[src/source/fifo_buf_pkg.sv]
package fifo_buf_pkg;

	//////////////////////////////
	// bus width
	//////////////////////////////

	// wishbone data width, one word per access
	localparam int wb_dw = 32;

	//////////////////////////////
	// register map
	//////////////////////////////

	// two-bit word address on wb_adr
	typedef enum logic [1:0] {
		reg_data   = 2'd0,
		reg_status = 2'd1,
		reg_ctrl   = 2'd2
	} reg_addr_e;

	// bus controller states
	typedef enum logic [1:0] {
		st_idle,
		st_read_wait,
		st_ack
	} ctrl_state_e;

	// status word bit positions
	localparam int stat_empty     = 0;
	localparam int stat_full      = 1;
	localparam int stat_aempty    = 2;
	localparam int stat_afull     = 3;
	localparam int stat_ovf       = 4;
	localparam int stat_udf       = 5;
	// occupancy count starts here and runs upward
	localparam int stat_count_lsb = 16;

endpackage

[src/source/fifo_pointers.sv]
module fifo_pointers #(
	parameter int depth_log2 = 4
) (
	input  logic                  clk,
	input  logic                  rst,
	input  logic                  clr,
	input  logic                  push,
	input  logic                  pop,
	output logic [depth_log2-1:0] wr_ptr,
	output logic [depth_log2-1:0] rd_ptr,
	output logic                  empty,
	output logic                  full
);

	logic [depth_log2-1:0] wr_ptr_nxt;
	logic [depth_log2-1:0] rd_ptr_nxt;
	// set when the write pointer wraps onto the read pointer
	logic gb;

	// pointers wrap naturally at the power of two
	assign wr_ptr_nxt = wr_ptr + 1'b1;
	assign rd_ptr_nxt = rd_ptr + 1'b1;

	//////////////////////////////
	// write pointer
	//////////////////////////////

	always_ff @(posedge clk) begin
		if (!rst) begin
			wr_ptr <= '0;
		end else if (clr) begin
			wr_ptr <= '0;
		end else if (push) begin
			wr_ptr <= wr_ptr_nxt;
		end
	end

	//////////////////////////////
	// read pointer
	//////////////////////////////

	always_ff @(posedge clk) begin
		if (!rst) begin
			rd_ptr <= '0;
		end else if (clr) begin
			rd_ptr <= '0;
		end else if (pop) begin
			rd_ptr <= rd_ptr_nxt;
		end
	end

	//////////////////////////////
	// guard bit
	//////////////////////////////

	// last free slot being filled, pointers will meet as full
	// any pop frees a slot so full is gone
	always_ff @(posedge clk) begin
		if (!rst) begin
			gb <= 1'b0;
		end else if (clr) begin
			gb <= 1'b0;
		end else if (push & (wr_ptr_nxt == rd_ptr)) begin
			gb <= 1'b1;
		end else if (pop) begin
			gb <= 1'b0;
		end
	end

	// equal pointers, guard bit tells full from empty
	assign empty = (wr_ptr == rd_ptr) & !gb;
	assign full  = (wr_ptr == rd_ptr) & gb;

endmodule

[src/source/fifo_ram.sv]
module fifo_ram
	import fifo_buf_pkg::*;
#(
	parameter int depth_log2 = 4
) (
	input  logic                  clk,
	input  logic                  push,
	input  logic [depth_log2-1:0] wr_ptr,
	input  logic [depth_log2-1:0] rd_ptr,
	input  logic [wb_dw-1:0]      wdata,
	output logic [wb_dw-1:0]      rdata
);

	// one word per fifo slot
	logic [wb_dw-1:0] mem [2**depth_log2];

	//////////////////////////////
	// write port
	//////////////////////////////

	always_ff @(posedge clk) begin
		if (push) begin
			mem[wr_ptr] <= wdata;
		end
	end

	//////////////////////////////
	// read port
	//////////////////////////////

	// head word is reloaded every cycle
	// so it is already there when a pop comes
	always_ff @(posedge clk) begin
		rdata <= mem[rd_ptr];
	end

endmodule

[src/source/fifo_level.sv]
module fifo_level #(
	parameter int depth_log2         = 4,
	parameter int almost_empty_level = 2,
	parameter int almost_full_gap    = 2
) (
	input  logic                clk,
	input  logic                rst,
	input  logic                clr,
	input  logic                push,
	input  logic                pop,
	output logic [depth_log2:0] count,
	output logic                almost_empty,
	output logic                almost_full
);

	localparam int depth = 1 << depth_log2;

	// thresholds at counter width
	localparam logic [depth_log2:0] ae_thr = (depth_log2 + 1)'(almost_empty_level);
	localparam logic [depth_log2:0] af_thr = (depth_log2 + 1)'(depth - almost_full_gap);

	logic [depth_log2:0] count_nxt;

	//////////////////////////////
	// occupancy counter
	//////////////////////////////

	// one extra bit so a full fifo reads as depth
	always_comb begin
		if (clr) begin
			count_nxt = '0;
		end else if (push & !pop) begin
			count_nxt = count + 1'b1;
		end else if (pop & !push) begin
			count_nxt = count - 1'b1;
		end else begin
			count_nxt = count;
		end
	end

	//////////////////////////////
	// registered level flags
	//////////////////////////////

	// flags follow the next count so they agree with count
	// after the same edge
	always_ff @(posedge clk) begin
		if (!rst) begin
			count        <= '0;
			almost_empty <= 1'b1;
			almost_full  <= 1'b0;
		end else begin
			count        <= count_nxt;
			almost_empty <= (count_nxt <= ae_thr);
			almost_full  <= (count_nxt >= af_thr);
		end
	end

endmodule

[src/source/wb_fifo_ctrl.sv]
module wb_fifo_ctrl
	import fifo_buf_pkg::*;
#(
	parameter int depth_log2 = 4
) (
	input  logic                 clk,
	input  logic                 rst,
	// wishbone classic slave side
	input  logic                 wb_cyc,
	input  logic                 wb_stb,
	input  logic                 wb_we,
	input  logic [1:0]           wb_adr,
	input  logic [wb_dw-1:0]     wb_dat_i,
	output logic [wb_dw-1:0]     wb_dat_o,
	output logic                 wb_ack,
	// flags and level from the datapath
	input  logic                 empty,
	input  logic                 full,
	input  logic                 almost_empty,
	input  logic                 almost_full,
	input  logic [depth_log2:0]  count,
	input  logic [wb_dw-1:0]     rdata,
	// strobes to the datapath
	output logic                 push,
	output logic                 pop,
	output logic                 clr,
	output logic [wb_dw-1:0]     wdata
);

	ctrl_state_e state;
	reg_addr_e adr;

	logic req;
	logic wr_data_req;
	logic rd_data_req;
	// pop went out for the read now in st_read_wait
	logic pop_q;
	logic ovf;
	logic udf;
	logic [wb_dw-1:0] status;
	logic [wb_dw-1:0] dat_q;

	//////////////////////////////
	// request decode
	//////////////////////////////

	// a new access is only taken in st_idle
	assign req = (state == st_idle) & wb_cyc & wb_stb;
	assign adr = reg_addr_e'(wb_adr);

	assign wr_data_req = req & wb_we & (adr == reg_data);
	assign rd_data_req = req & !wb_we & (adr == reg_data);

	// strobes are single cycle since st_idle is left right after
	assign push = wr_data_req & !full;
	assign pop  = rd_data_req & !empty;
	// ctrl bit 0 clears pointers, count and sticky bits
	assign clr  = req & wb_we & (adr == reg_ctrl) & wb_dat_i[0];

	assign wdata = wb_dat_i;

	//////////////////////////////
	// status word
	//////////////////////////////

	always_comb begin
		status = '0;
		status[stat_empty]  = empty;
		status[stat_full]   = full;
		status[stat_aempty] = almost_empty;
		status[stat_afull]  = almost_full;
		status[stat_ovf]    = ovf;
		status[stat_udf]    = udf;
		status[stat_count_lsb +: depth_log2 + 1] = count;
	end

	//////////////////////////////
	// state machine
	//////////////////////////////

	// data reads take the extra st_read_wait cycle for the ram output
	always_ff @(posedge clk) begin
		if (!rst) begin
			state <= st_idle;
			pop_q <= 1'b0;
		end else begin
			pop_q <= pop;
			case (state)
				st_idle: begin
					if (req) begin
						state <= rd_data_req ? st_read_wait : st_ack;
					end
				end
				st_read_wait: begin
					state <= st_ack;
				end
				st_ack: begin
					state <= st_idle;
				end
				default: begin
					state <= st_idle;
				end
			endcase
		end
	end

	// ack is one cycle wide, master drops stb after seeing it
	assign wb_ack = (state == st_ack);

	//////////////////////////////
	// sticky error bits
	//////////////////////////////

	always_ff @(posedge clk) begin
		if (!rst) begin
			ovf <= 1'b0;
			udf <= 1'b0;
		end else if (clr) begin
			ovf <= 1'b0;
			udf <= 1'b0;
		end else begin
			// push into a full fifo is dropped
			if (wr_data_req & full) begin
				ovf <= 1'b1;
			end
			// data read with nothing popped
			if ((state == st_read_wait) & !pop_q) begin
				udf <= 1'b1;
			end
		end
	end

	//////////////////////////////
	// read data register
	//////////////////////////////

	// status is sampled at the cycle stb is seen
	// fifo data is taken one cycle later from the ram register
	always_ff @(posedge clk) begin
		if (state == st_read_wait) begin
			dat_q <= pop_q ? rdata : '0;
		end else if (req & !wb_we) begin
			dat_q <= (adr == reg_status) ? status : '0;
		end
	end

	assign wb_dat_o = dat_q;

endmodule

[src/source/wb_fifo_top.sv]
module wb_fifo_top
	import fifo_buf_pkg::*;
#(
	parameter int depth_log2         = 4,
	parameter int almost_empty_level = 2,
	parameter int almost_full_gap    = 2
) (
	input  logic             clk,
	input  logic             rst,
	input  logic             wb_cyc,
	input  logic             wb_stb,
	input  logic             wb_we,
	input  logic [1:0]       wb_adr,
	input  logic [wb_dw-1:0] wb_dat_i,
	output logic [wb_dw-1:0] wb_dat_o,
	output logic             wb_ack
);

	// strobes from the bus controller
	logic push;
	logic pop;
	logic clr;
	logic [wb_dw-1:0] wdata;

	// datapath back to the controller
	logic [depth_log2-1:0] wr_ptr;
	logic [depth_log2-1:0] rd_ptr;
	logic empty;
	logic full;
	logic [wb_dw-1:0] rdata;
	logic [depth_log2:0] count;
	logic almost_empty;
	logic almost_full;

	//////////////////////////////
	// bus controller
	//////////////////////////////

	wb_fifo_ctrl #(
		.depth_log2(depth_log2)
	) u_ctrl (
		.clk         (clk),
		.rst         (rst),
		.wb_cyc      (wb_cyc),
		.wb_stb      (wb_stb),
		.wb_we       (wb_we),
		.wb_adr      (wb_adr),
		.wb_dat_i    (wb_dat_i),
		.wb_dat_o    (wb_dat_o),
		.wb_ack      (wb_ack),
		.empty       (empty),
		.full        (full),
		.almost_empty(almost_empty),
		.almost_full (almost_full),
		.count       (count),
		.rdata       (rdata),
		.push        (push),
		.pop         (pop),
		.clr         (clr),
		.wdata       (wdata)
	);

	//////////////////////////////
	// datapath
	//////////////////////////////

	fifo_pointers #(
		.depth_log2(depth_log2)
	) u_pointers (
		.clk   (clk),
		.rst   (rst),
		.clr   (clr),
		.push  (push),
		.pop   (pop),
		.wr_ptr(wr_ptr),
		.rd_ptr(rd_ptr),
		.empty (empty),
		.full  (full)
	);

	fifo_ram #(
		.depth_log2(depth_log2)
	) u_ram (
		.clk   (clk),
		.push  (push),
		.wr_ptr(wr_ptr),
		.rd_ptr(rd_ptr),
		.wdata (wdata),
		.rdata (rdata)
	);

	fifo_level #(
		.depth_log2        (depth_log2),
		.almost_empty_level(almost_empty_level),
		.almost_full_gap   (almost_full_gap)
	) u_level (
		.clk         (clk),
		.rst         (rst),
		.clr         (clr),
		.push        (push),
		.pop         (pop),
		.count       (count),
		.almost_empty(almost_empty),
		.almost_full (almost_full)
	);

endmodule

[config.mk]
export PLATFORM = sky130hd
export DESIGN_NAME = wb_fifo_top
export DESIGN_NICKNAME = d
export VERILOG_FILES = /design/src/source/fifo_buf_pkg.sv /design/src/source/fifo_pointers.sv /design/src/source/fifo_ram.sv /design/src/source/fifo_level.sv /design/src/source/wb_fifo_ctrl.sv /design/src/source/wb_fifo_top.sv
export SDC_FILE = /design/constraint.sdc
export NUM_CORES = 1
export LEC_CHECK = 0
export BUFFER_PORTS_ARGS = -buffer_cell sky130_fd_sc_hd__buf_2
export CAP_MARGIN = 10
export CORE_ASPECT_RATIO = 1.4
export CORE_MARGIN = 2
export CORE_UTILIZATION = 52
export CTS_CLUSTER_DIAMETER = 150
export CTS_CLUSTER_SIZE = 16
export DETAILED_ROUTE_END_ITERATION = 7
export GPL_TIMING_DRIVEN = 0
export PLACE_DENSITY = 0.69
export SETUP_SLACK_MARGIN = 0.3
export SLEW_MARGIN = 20
export SYNTH_ARGS = -nofsm -noshare
export SYNTH_HDL_FRONTEND = slang
export SYNTH_SLANG_ARGS = --single-unit
export TNS_END_PERCENT = 100
[constraint.sdc]
create_clock -name clk -period 6.04 [get_ports clk]
set_input_delay 0.604 -clock clk [delete_from_list [all_inputs] [get_ports clk]]
set_output_delay 0.604 -clock clk [all_outputs]
set_load 0.01 [all_outputs]
Word-level counts from Yosys, hierarchy flattened --
Memory sizes are Yosys's and may differ from the RTL's. A register that Yosys moved wholly into a read port is not among the register bits. Cells that the tools add are included.
Word-level totals: flip-flop bits (word level) 53, memory bits (writable) 512, output and inout bits 33, word-level logic and storage cells 69, memories kept 1
Memory list:
- u_ram.mem | words 16, bits a word 32, rd ports 1, clocked after Yosys merged registers in 1, write ports 1, RTL line fifo_ram.sv:15 | logic [wb_dw-1:0] mem [2**depth_log2];
Operators by class: add/sub/neg operators 4, order comparisons 2, equal/unequal tests 7, mux-type cells 14, bitwise logic cells 18, reduce and logical (&&, ||, !) cells 12
Operators by type and width (count):
- $mux 32 | 3
- $mux 21 | 1
- $and 1x1->1 | 17
- $mux 5 | 3
- $add 4x1->4 const B | 2
- $eq 4x4->1 | 2
- $logic_not 1->1 | 7
- $add 5x1->5 const B | 1
- $ge 5x4->1 const B | 1
- $le 5x2->1 const B | 1
- $sub 5x1->5 const B | 1
- $eq 2x1->1 const B | 2
- $eq 2x2->1 const B | 2
- $logic_not 2->1 | 2
- $mux 1 | 4
- $mux 2 | 2
- $pmux 2 s2 | 1
- $reduce_bool 2->1 | 2
- $ne 2x1->1 const B | 1
- $reduce_or 2->1 | 1
- $not 1->1 | 1

Depth between registers and ports, before layout --
Gate-level depths: netlist of the first run.
depth in word-level cells 12, gate-level depth with buffers 9, gate-level depth less buffers 7

Modules after synthesis --
A second synthesis of the first run with hierarchy kept.
Second synthesis, totals: cell total of the unflattened synthesis 1067, area total of the unflattened synthesis 22476.6 um2
By module, submodules not included:
- fifo_ram | instances 1, cells each 838, area each 19854.0 um2, seq. area each 16015.4 um2
- wb_fifo_ctrl | instances 1, cells each 134, area each 1725.4 um2, seq. area each 1061.0 um2
- fifo_pointers | instances 1, cells each 49, area each 452.9 um2, seq. area each 180.2 um2
- fifo_level | instances 1, cells each 46, area each 444.2 um2, seq. area each 140.1 um2

Worst setup path before layout of the first run --
Ideal clock, no wire load.
kind input-to-reg, start input port wb_adr[0], end memory u_ram.mem[3][0], enable pin, library setup time 0.461 ns, data arrival time 4.065 ns, data required time 5.579 ns, setup slack 1.514 ns, stages on the path 6, path buffers 1, cells stage by stage or3_4 > nor3_1 > a21boi_2 > buf_2 > nand2_1 > nor3_1
Between the ends: longest elaborated chain between the ends 5
Ends and longest elaborated chain:
- start, declared | RTL line wb_fifo_top.sv:13 | input logic [1:0] wb_adr,
- $logic_not 2->1 | RTL line wb_fifo_ctrl.sv:51 | assign wr_data_req = req & wb_we & (adr == reg_data);
- $and 1x1->1 | RTL line wb_fifo_ctrl.sv:51
- $and 1x1->1 | RTL line wb_fifo_ctrl.sv:55 | assign push = wr_data_req & !full;
- $mux 1 | RTL line fifo_ram.sv:22 | if (push) begin
- $mux 1 (not written as such) | RTL line fifo_ram.sv:23 | mem[wr_ptr] <= wdata;
- end, declared | RTL line fifo_ram.sv:15
Every way passes these cells.

Worst setup path in the final report of the first run --
start register u_ctrl.state[1], end memory u_ram.mem[1][9], enable pin
Between the ends: longest elaborated chain between the ends 8
Ends and longest elaborated chain:
- start, declared | RTL line wb_fifo_ctrl.sv:30 | ctrl_state_e state;
- start signal, assigned | RTL line wb_fifo_ctrl.sv:84 | state <= st_idle;
- start signal, assigned | RTL line wb_fifo_ctrl.sv:91 | state <= rd_data_req ? st_read_wait : st_ack;
- start signal, assigned | RTL line wb_fifo_ctrl.sv:95 | state <= st_ack;
- $logic_not 2->1 | RTL line wb_fifo_ctrl.sv:48 | assign req = (state == st_idle) & wb_cyc & wb_stb;
- $and 1x1->1 (2 in series) | RTL line wb_fifo_ctrl.sv:48
- $and 1x1->1 (2 in series) | RTL line wb_fifo_ctrl.sv:51
- $and 1x1->1 | RTL line wb_fifo_ctrl.sv:55
- $mux 1 | RTL line fifo_ram.sv:22
- $mux 1 (not written as such) | RTL line fifo_ram.sv:23
Every way passes these cells.

==> impl_metrics.csv, run 1 <==
group,metric,value,unit
worst_setup_path,worstSetupEndpoint,"u_ram.mem[1][9]",
pwr,power,7.32,mW
worst_setup_path,arrival,3.88,ns
synth,async_flop_share,0,
sta,hold_ws,0.309,ns
sta,finalMaxSlewViolations,0,
synth,syn_inst,960,
place,place_congestion,0.775,
cells_and_area,mostFrequentLayoutCell,"edfxtp_1",
clocking,hold_buffers,0,
worst_setup_path,crit_chain,"or3_4 -> nor3_1 -> a21boi_2 -> buf_2 -> nand2_1 -> nor3_2 -> buf_6 -> buf_4",
pwr,p_leak,7.91,nW
synth,synth_edf_count,544,
die,rows,89,
worst_setup_path,cp-end-kind,"flip-flop",
cells_and_area,nNetsFinal,1163,
die,ioPinCount,72,
die,design.core.area,0.0422,mm²
sta,final_hold_viol_count,0,
synth,synthAdderAreaFrac,0.00394,
outcome,outcome,"finished, final reports clean",
detailed_routing,wire_per_inst,28.1,µm
sta,slew-limit-headroom,0.317,
worst_setup_path,critPathKind,"flip-flop to flip-flop",
detailed_routing,first_pass_iters,5,
synth,synth-xor-area-share,0.00631,
global_routing,grt_pass1_vias,10600,
clocking,cts_root_buffer,"clkbuf_16",
die,die_h,249,µm
cells_and_area,layout_common_cells,"544 x edfxtp_1, 160 x mux4_2, 79 x buf_2",
global_routing,grt_max_degree,18,
detailed_routing,vias,10400,
synth,synth-compound-area-share,0.0104,
synth,ys_seq_elements,597,
worst_setup_path,critPathMaxFanout,10,
flow_run,drv_cap,0,
clocking,clk_pin_slew,0.08,ns
sta,min_period,3.61,ns
clocking,clkSinkCount,597,
synth,syn-cell-area,0.0222,mm²
sta,maxClockFrequency,0.277,GHz
synth,yosys.area_share.simple,0.0213,
hold_path,min_from,"rst",
detailed_routing,drt_iter0_drc,1132,
clocking,htreeDepth,2,
sta,finalCritPeriodShare,0.598,
worst_setup_path,slowest_stage,"nor3_2",
detailed_routing,finalWirelength,47600,µm
sta,tightest_slew,1.02,ns
global_routing,grt_usage,0.221,
synth,synth_mux_area_frac,0.165,
global_routing,antenna_found_initial,1,
worst_setup_path,critPathLaunch,"u_ctrl.state[1]",
worst_setup_path,reg2reg_depth,8,
worst_setup_path,r2r_start,"u_ctrl.state[1]",
clocking,cts_buffers,43,
pwr,peakVddDrop,0.219,mV
clocking,post_cts_buffers,0,
synth,synth_nets,1006,
worst_setup_path,cp.required,6.31,ns
global_routing,grt_pass1_wl,69800,µm
sta,rsz0062_at_grt,"no",
detailed_routing,final_antenna_net_count,0,
cells_and_area,area_delta_synth_final,14.0,%
pwr,p_per_area,289,mW/mm²
place,port_buffers,71,
sta,setup_viol,0,
worst_setup_path,r2r_setup_slack,2.43,ns
die,fp.dieW,179,µm
synth,seq_area_frac_synth,0.783,
clocking,worstSkewPairLatency,0.57,ns
synth,synth_area_per_cell,23.1,µm²
worst_setup_path,cp_slowest_stage_delay,0.70,ns
clocking,clk_path_buf_depth,3,
place,dp_hpwl,30300,µm
die,die_area,0.0444,mm²
detailed_routing,avgViaCountPerCell,6.13,
synth,synth_cell_type_count,44,
synth,synth-main-ff-cell,"edfxtp_1",
worst_setup_path,critPathLaunchType,"flip-flop",
synth,synth_top_family_by_area,"multiplexers",
hold_path,hold_path.class,"input port to flip-flop",
sta,clock_skew,0.0170,ns
synth,yosysWarnings,0,
clocking,ctsResizeCount,0,
clocking,cts_tree,"done",
cells_and_area,drive_gt1_frac,0.314,
detailed_routing,drc,0,
die,start_util,0.526,
worst_setup_path,reg2reg_to,"u_ram.mem[1][9]",
global_routing,grt-ovfl-total,0,
## critical path, delay by kind of cell (launching register included)
kind / cells / cell delay (ns)
and+or+nand+nor: 4 / 1.75
AOI/OAI and AO/OA: 1 / 0.39
DFF: 1 / 0.38
buffers and inverters: 3 / 0.78
## sequential cells by signal (all words and copies together), names as in the netlist
| register | flops |
|---|---|
| u_ctrl.ovf | 1 |
| u_ctrl.pop_q | 1 |
| u_ctrl.state | 2 |
| u_ctrl.udf | 1 |
| u_ctrl.wb_dat_o | 32 |
| u_level.almost_empty | 1 |
| u_level.almost_full | 1 |
| u_level.count | 5 |
| u_pointers.gb | 1 |
| u_pointers.rd_ptr | 4 |
| u_pointers.wr_ptr | 4 |
| u_ram.mem | 512 |
| u_ram.rdata | 32 |
## how the worst min path moves through the flow
stage | end | slack, ns | cells past startpoint
after CTS | u_ctrl.pop_q | 0.29 | 2
after global routing | u_ctrl.pop_q | 0.31 | 2
after floorplan | u_ctrl.udf | 0.44 | 2
after detailed placement | u_ctrl.udf | 0.47 | 2
final | u_ctrl.pop_q | 0.31 | 2
after global placement | u_ctrl.udf | 0.46 | 2
## synth_stat cells, types with 2 or more instances
master / count / share of area
buf_2: 7 / 0.0016
mux4_2: 160 / 0.16
nand2_1: 12 / 0.0020
nand2b_1: 2 / 0.00056
xor2_1: 6 / 0.0024
mux2i_1: 2 / 0.00090
ha_1: 7 / 0.0039
a31oi_1: 3 / 0.00085
xnor2_1: 10 / 0.0039
buf_1: 13 / 0.0022
nand3_1: 2 / 0.00045
a22o_1: 9 / 0.0035
and2_1: 4 / 0.0011
a32o_1: 2 / 0.00090
a22oi_1: 2 / 0.00068
or2_2: 2 / 0.00056
a21oi_1: 2 / 0.00045
and3_1: 23 / 0.0065
inv_1: 7 / 0.0012
edfxtp_1: 544 / 0.74
clkbuf_1: 31 / 0.0052
nor2_1: 29 / 0.0049
dfxtp_1: 53 / 0.048
nor3b_1: 2 / 0.00068
nor3_1: 7 / 0.0016
## stage by stage
step	util	setup TNS, ns	setup WS, ns	instance area [µm²]	cells
after floorplan	-	0	1.51	22200	960
after global placement	0.551	-193.14	-1.54	23300	1577
after detailed placement	0.570	0	2.27	24100	1617
after CTS	0.600	0	2.46	25300	1694
after global routing	0.600	0	2.28	25300	1695
final	0.600	0	2.43	25300	1696
## where the power goes
group | internal [mW] | switching, mW
Clock | 1.38 | 1.34
Combinational | 0.0260 | 0.0700
Sequential | 4.51 | 0.00421
Total | 5.91 | 1.41
## cells by family (layout without fill, tap and decap cells)
kind of cell / after synthesis / after routing
compound gates: 27 / 27
fa+ha+maj: 7 / 7
mux: 164 / 164
simple gates: 91 / 91
xor+xnor: 16 / 16
other cells: 0 / 1
buf+inv: 58 / 247
flops: 597 / 597
## routing by layer
metal / track usage / routed length, µm / up-vias
li1: - / - / 4331
met1: 0.305 / 18400 / 5480
met2: 0.366 / 24100 / 481
met3: 0.0313 / 3550 / 99
met4: 0.0764 / 1580 / 0
met5: 0 / 0 / -
## cell type report
type | count | area [µm²]
inverters | 7 | 26.3
plain buffers | 51 | 213
flip-flops and latches | 597 | 17400
clock inverters | 3 | 41.3
repair buffers | 112 | 1050
diodes | 1 | 2.50
multi-input cells | 305 | 4710
well taps | 546 | 683
clock buffers | 74 | 1210
fillers | 2904 | 16900
Power figures use the tool's default switching activity.
==> inputs of run 2 (changes only) <==
Settings changed: PLACE_DENSITY 0.69 to 0.71.
Clock period 6.04 ns to 3.3 ns, I/O delays scaled along.
==> run 2 against run 1 <==
Cell area rose by 1.6%. Count of clock-buffer cells in the layout unchanged. Worst hold slack got worse by 0.28 ns. Register-to-register slack got worse by 2.0 ns. Sequential cell count did not move. Critical path depth increased by 2. Via count rose by 0.66%.
==> impl_metrics.csv, run 2 (synthesized netlist as in run 1, its figures left out) <==
group,metric,value,unit
die,die_h,249,µm
cells_and_area,area_delta_synth_final,15.8,%
cells_and_area,mostFrequentLayoutCell,"edfxtp_1",
clocking,worstSkewPairLatency,0.56,ns
place,port_buffers,71,
detailed_routing,drt_iter0_drc,1153,
die,design.core.area,0.0422,mm²
sta,setup_viol,0,
pwr,p_per_area,517,mW/mm²
cells_and_area,antenna_cells,0,
hold_path,hold_path.class,"input port to flip-flop",
place,place_congestion,0.760,
outcome,outcome,"finished, final reports clean",
detailed_routing,final_antenna_net_count,0,
global_routing,grt_usage,0.221,
cells_and_area,post-route-util,0.610,
die,fp.dieW,179,µm
detailed_routing,wire_per_inst,27.7,µm
clocking,clk_pin_slew,0.08,ns
clocking,hold_buffers,0,
worst_setup_path,arrival,3.12,ns
global_routing,grt_pass1_wl,70000,µm
worst_setup_path,cp-end-kind,"flip-flop",
sta,rsz0062_at_grt,"no",
worst_setup_path,critPathMaxFanout,11,
clocking,cts_buffers,43,
detailed_routing,vias,10500,
detailed_routing,avgViaCountPerCell,6.11,
cells_and_area,top_register,"u_ram.mem",
sta,clock_skew,0.0104,ns
die,start_util,0.526,
clocking,clkSinkCount,597,
clocking,cts_tree,"done",
cells_and_area,nNetsFinal,1180,
cells_and_area,drive_gt1_frac,0.337,
global_routing,grt-ovfl-total,0,
die,rows,89,
die,ioPinCount,72,
die,die_area,0.0444,mm²
cells_and_area,fillerInstances,2853,
clocking,cts_root_buffer,"clkbuf_16",
worst_setup_path,critPathKind,"flip-flop to flip-flop",
sta,slew-limit-headroom,0.325,
worst_setup_path,cp.required,3.56,ns
pwr,p_leak,8.05,nW
global_routing,antenna_found_initial,2,
sta,maxClockFrequency,0.349,GHz
flow_run,drv_cap,0,
clocking,clk_path_buf_depth,3,
detailed_routing,first_pass_iters,5,
sta,finalCritPeriodShare,0.868,
cells_and_area,layout_common_cells,"544 x edfxtp_1, 160 x mux4_2, 77 x buf_2",
detailed_routing,drc,0,
cells_and_area,largest_reg_flops,512,
global_routing,grt_max_degree,18,
pwr,peakVddDrop,0.325,mV
cells_and_area,finalNonFillerCells,1711,
sta,tightest_slew,1.00,ns
sta,finalMaxSlewViolations,0,
sta,min_period,2.87,ns
worst_setup_path,critPathLaunchType,"flip-flop",
sta,final_hold_viol_count,0,
detailed_routing,finalWirelength,47500,µm
clocking,htreeDepth,2,
place,dp_hpwl,30300,µm
place,dp.cells,1609,
global_routing,grt_pass1_vias,10800,
[run 2: cell count changes in the layout (fill, tap and decap cells not counted), moves of 6 or more]
cell / change
clkbuf_2: +6
buf_8: +8
clkdlybuf4s15_2: +6
buf_12: +8
clkbuf_1: -7
[run 2: metrics by stage]
stage | worst slack, ns | setup TNS (ns) | total power [mW] | hold WS, ns | instance area (µm²)
after global routing | 0.317 | 0 | 13.7 | 0.0186 | 25700
after detailed placement | -0.236 | -12.89 | 8.60 | 0.476 | 24100
final | 0.434 | 0 | 13.3 | 0.0248 | 25700
after global placement | -2.28 | -875.15 | 8.59 | 0.459 | 23300
after floorplan | -0.151 | -31.17 | 8.47 | 0.429 | 22200
after CTS | 0.245 | 0 | 13.4 | 0.0105 | 25700
[run 2: where the power goes]
| part | switching (mW) | internal (mW) |
|---|---|---|
| Combinational | 0.129 | 0.0506 |
| Clock | 2.40 | 2.46 |
| Sequential | 0.00776 | 8.25 |
| Total | 2.54 | 10.8 |
[run 2: routing by layer]
layer  up-vias  part of all wire  GRT usage
li1       4357                 -          -
met1      5579              0.38      0.296
met2       422              0.53      0.374
met3        98             0.061     0.0320
met4         4             0.031     0.0722
met5         -           0.00057          0
[run 2: worst max-delay path, cell delays in order, from the launching register on]
cell	delay, ns
dfxtp_1	0.35
clkbuf_1	0.38
xnor2_1	0.10
and4b_1	0.18
buf_2	0.18
a21boi_4	0.27
buf_4	0.24
nand2_2	0.18
nor3_4	0.29
buf_8	0.19
buf_8	0.18
[run 2: final cells by class]
class                   instances  area, µm²  share of cell area
plain buffers                  51        270              0.0105
clock buffers                  74       1190              0.0463
clock inverters                 2       25.0            0.000973
inverters                       7       26.3             0.00102
multi-input cells             305       4750               0.185
flip-flops and latches        597      17400               0.676
well taps                     546        683              0.0266
repair buffers                129       1380              0.0537
[run 2: final timing paths]
path | startpoint | to | slack [ns] | cells after the start
hold reg to reg | u_ctrl.udf | u_ctrl.udf | 0.50 | 2
hold / removal | rst | u_ctrl.pop_q | 0.02 | 2
setup / recovery | u_pointers.rd_ptr[1] | u_ram.mem[1][17] | 0.43 | 10
setup reg to reg | u_pointers.rd_ptr[1] | u_ram.mem[1][17] | 0.43 | 10
[run 2: repair_timing]
item,4_1_cts,5_1_grt
setup buffers,25,1
pin swaps,15,2
gates resized for setup,20,27
setup endpoints to repair,495,288
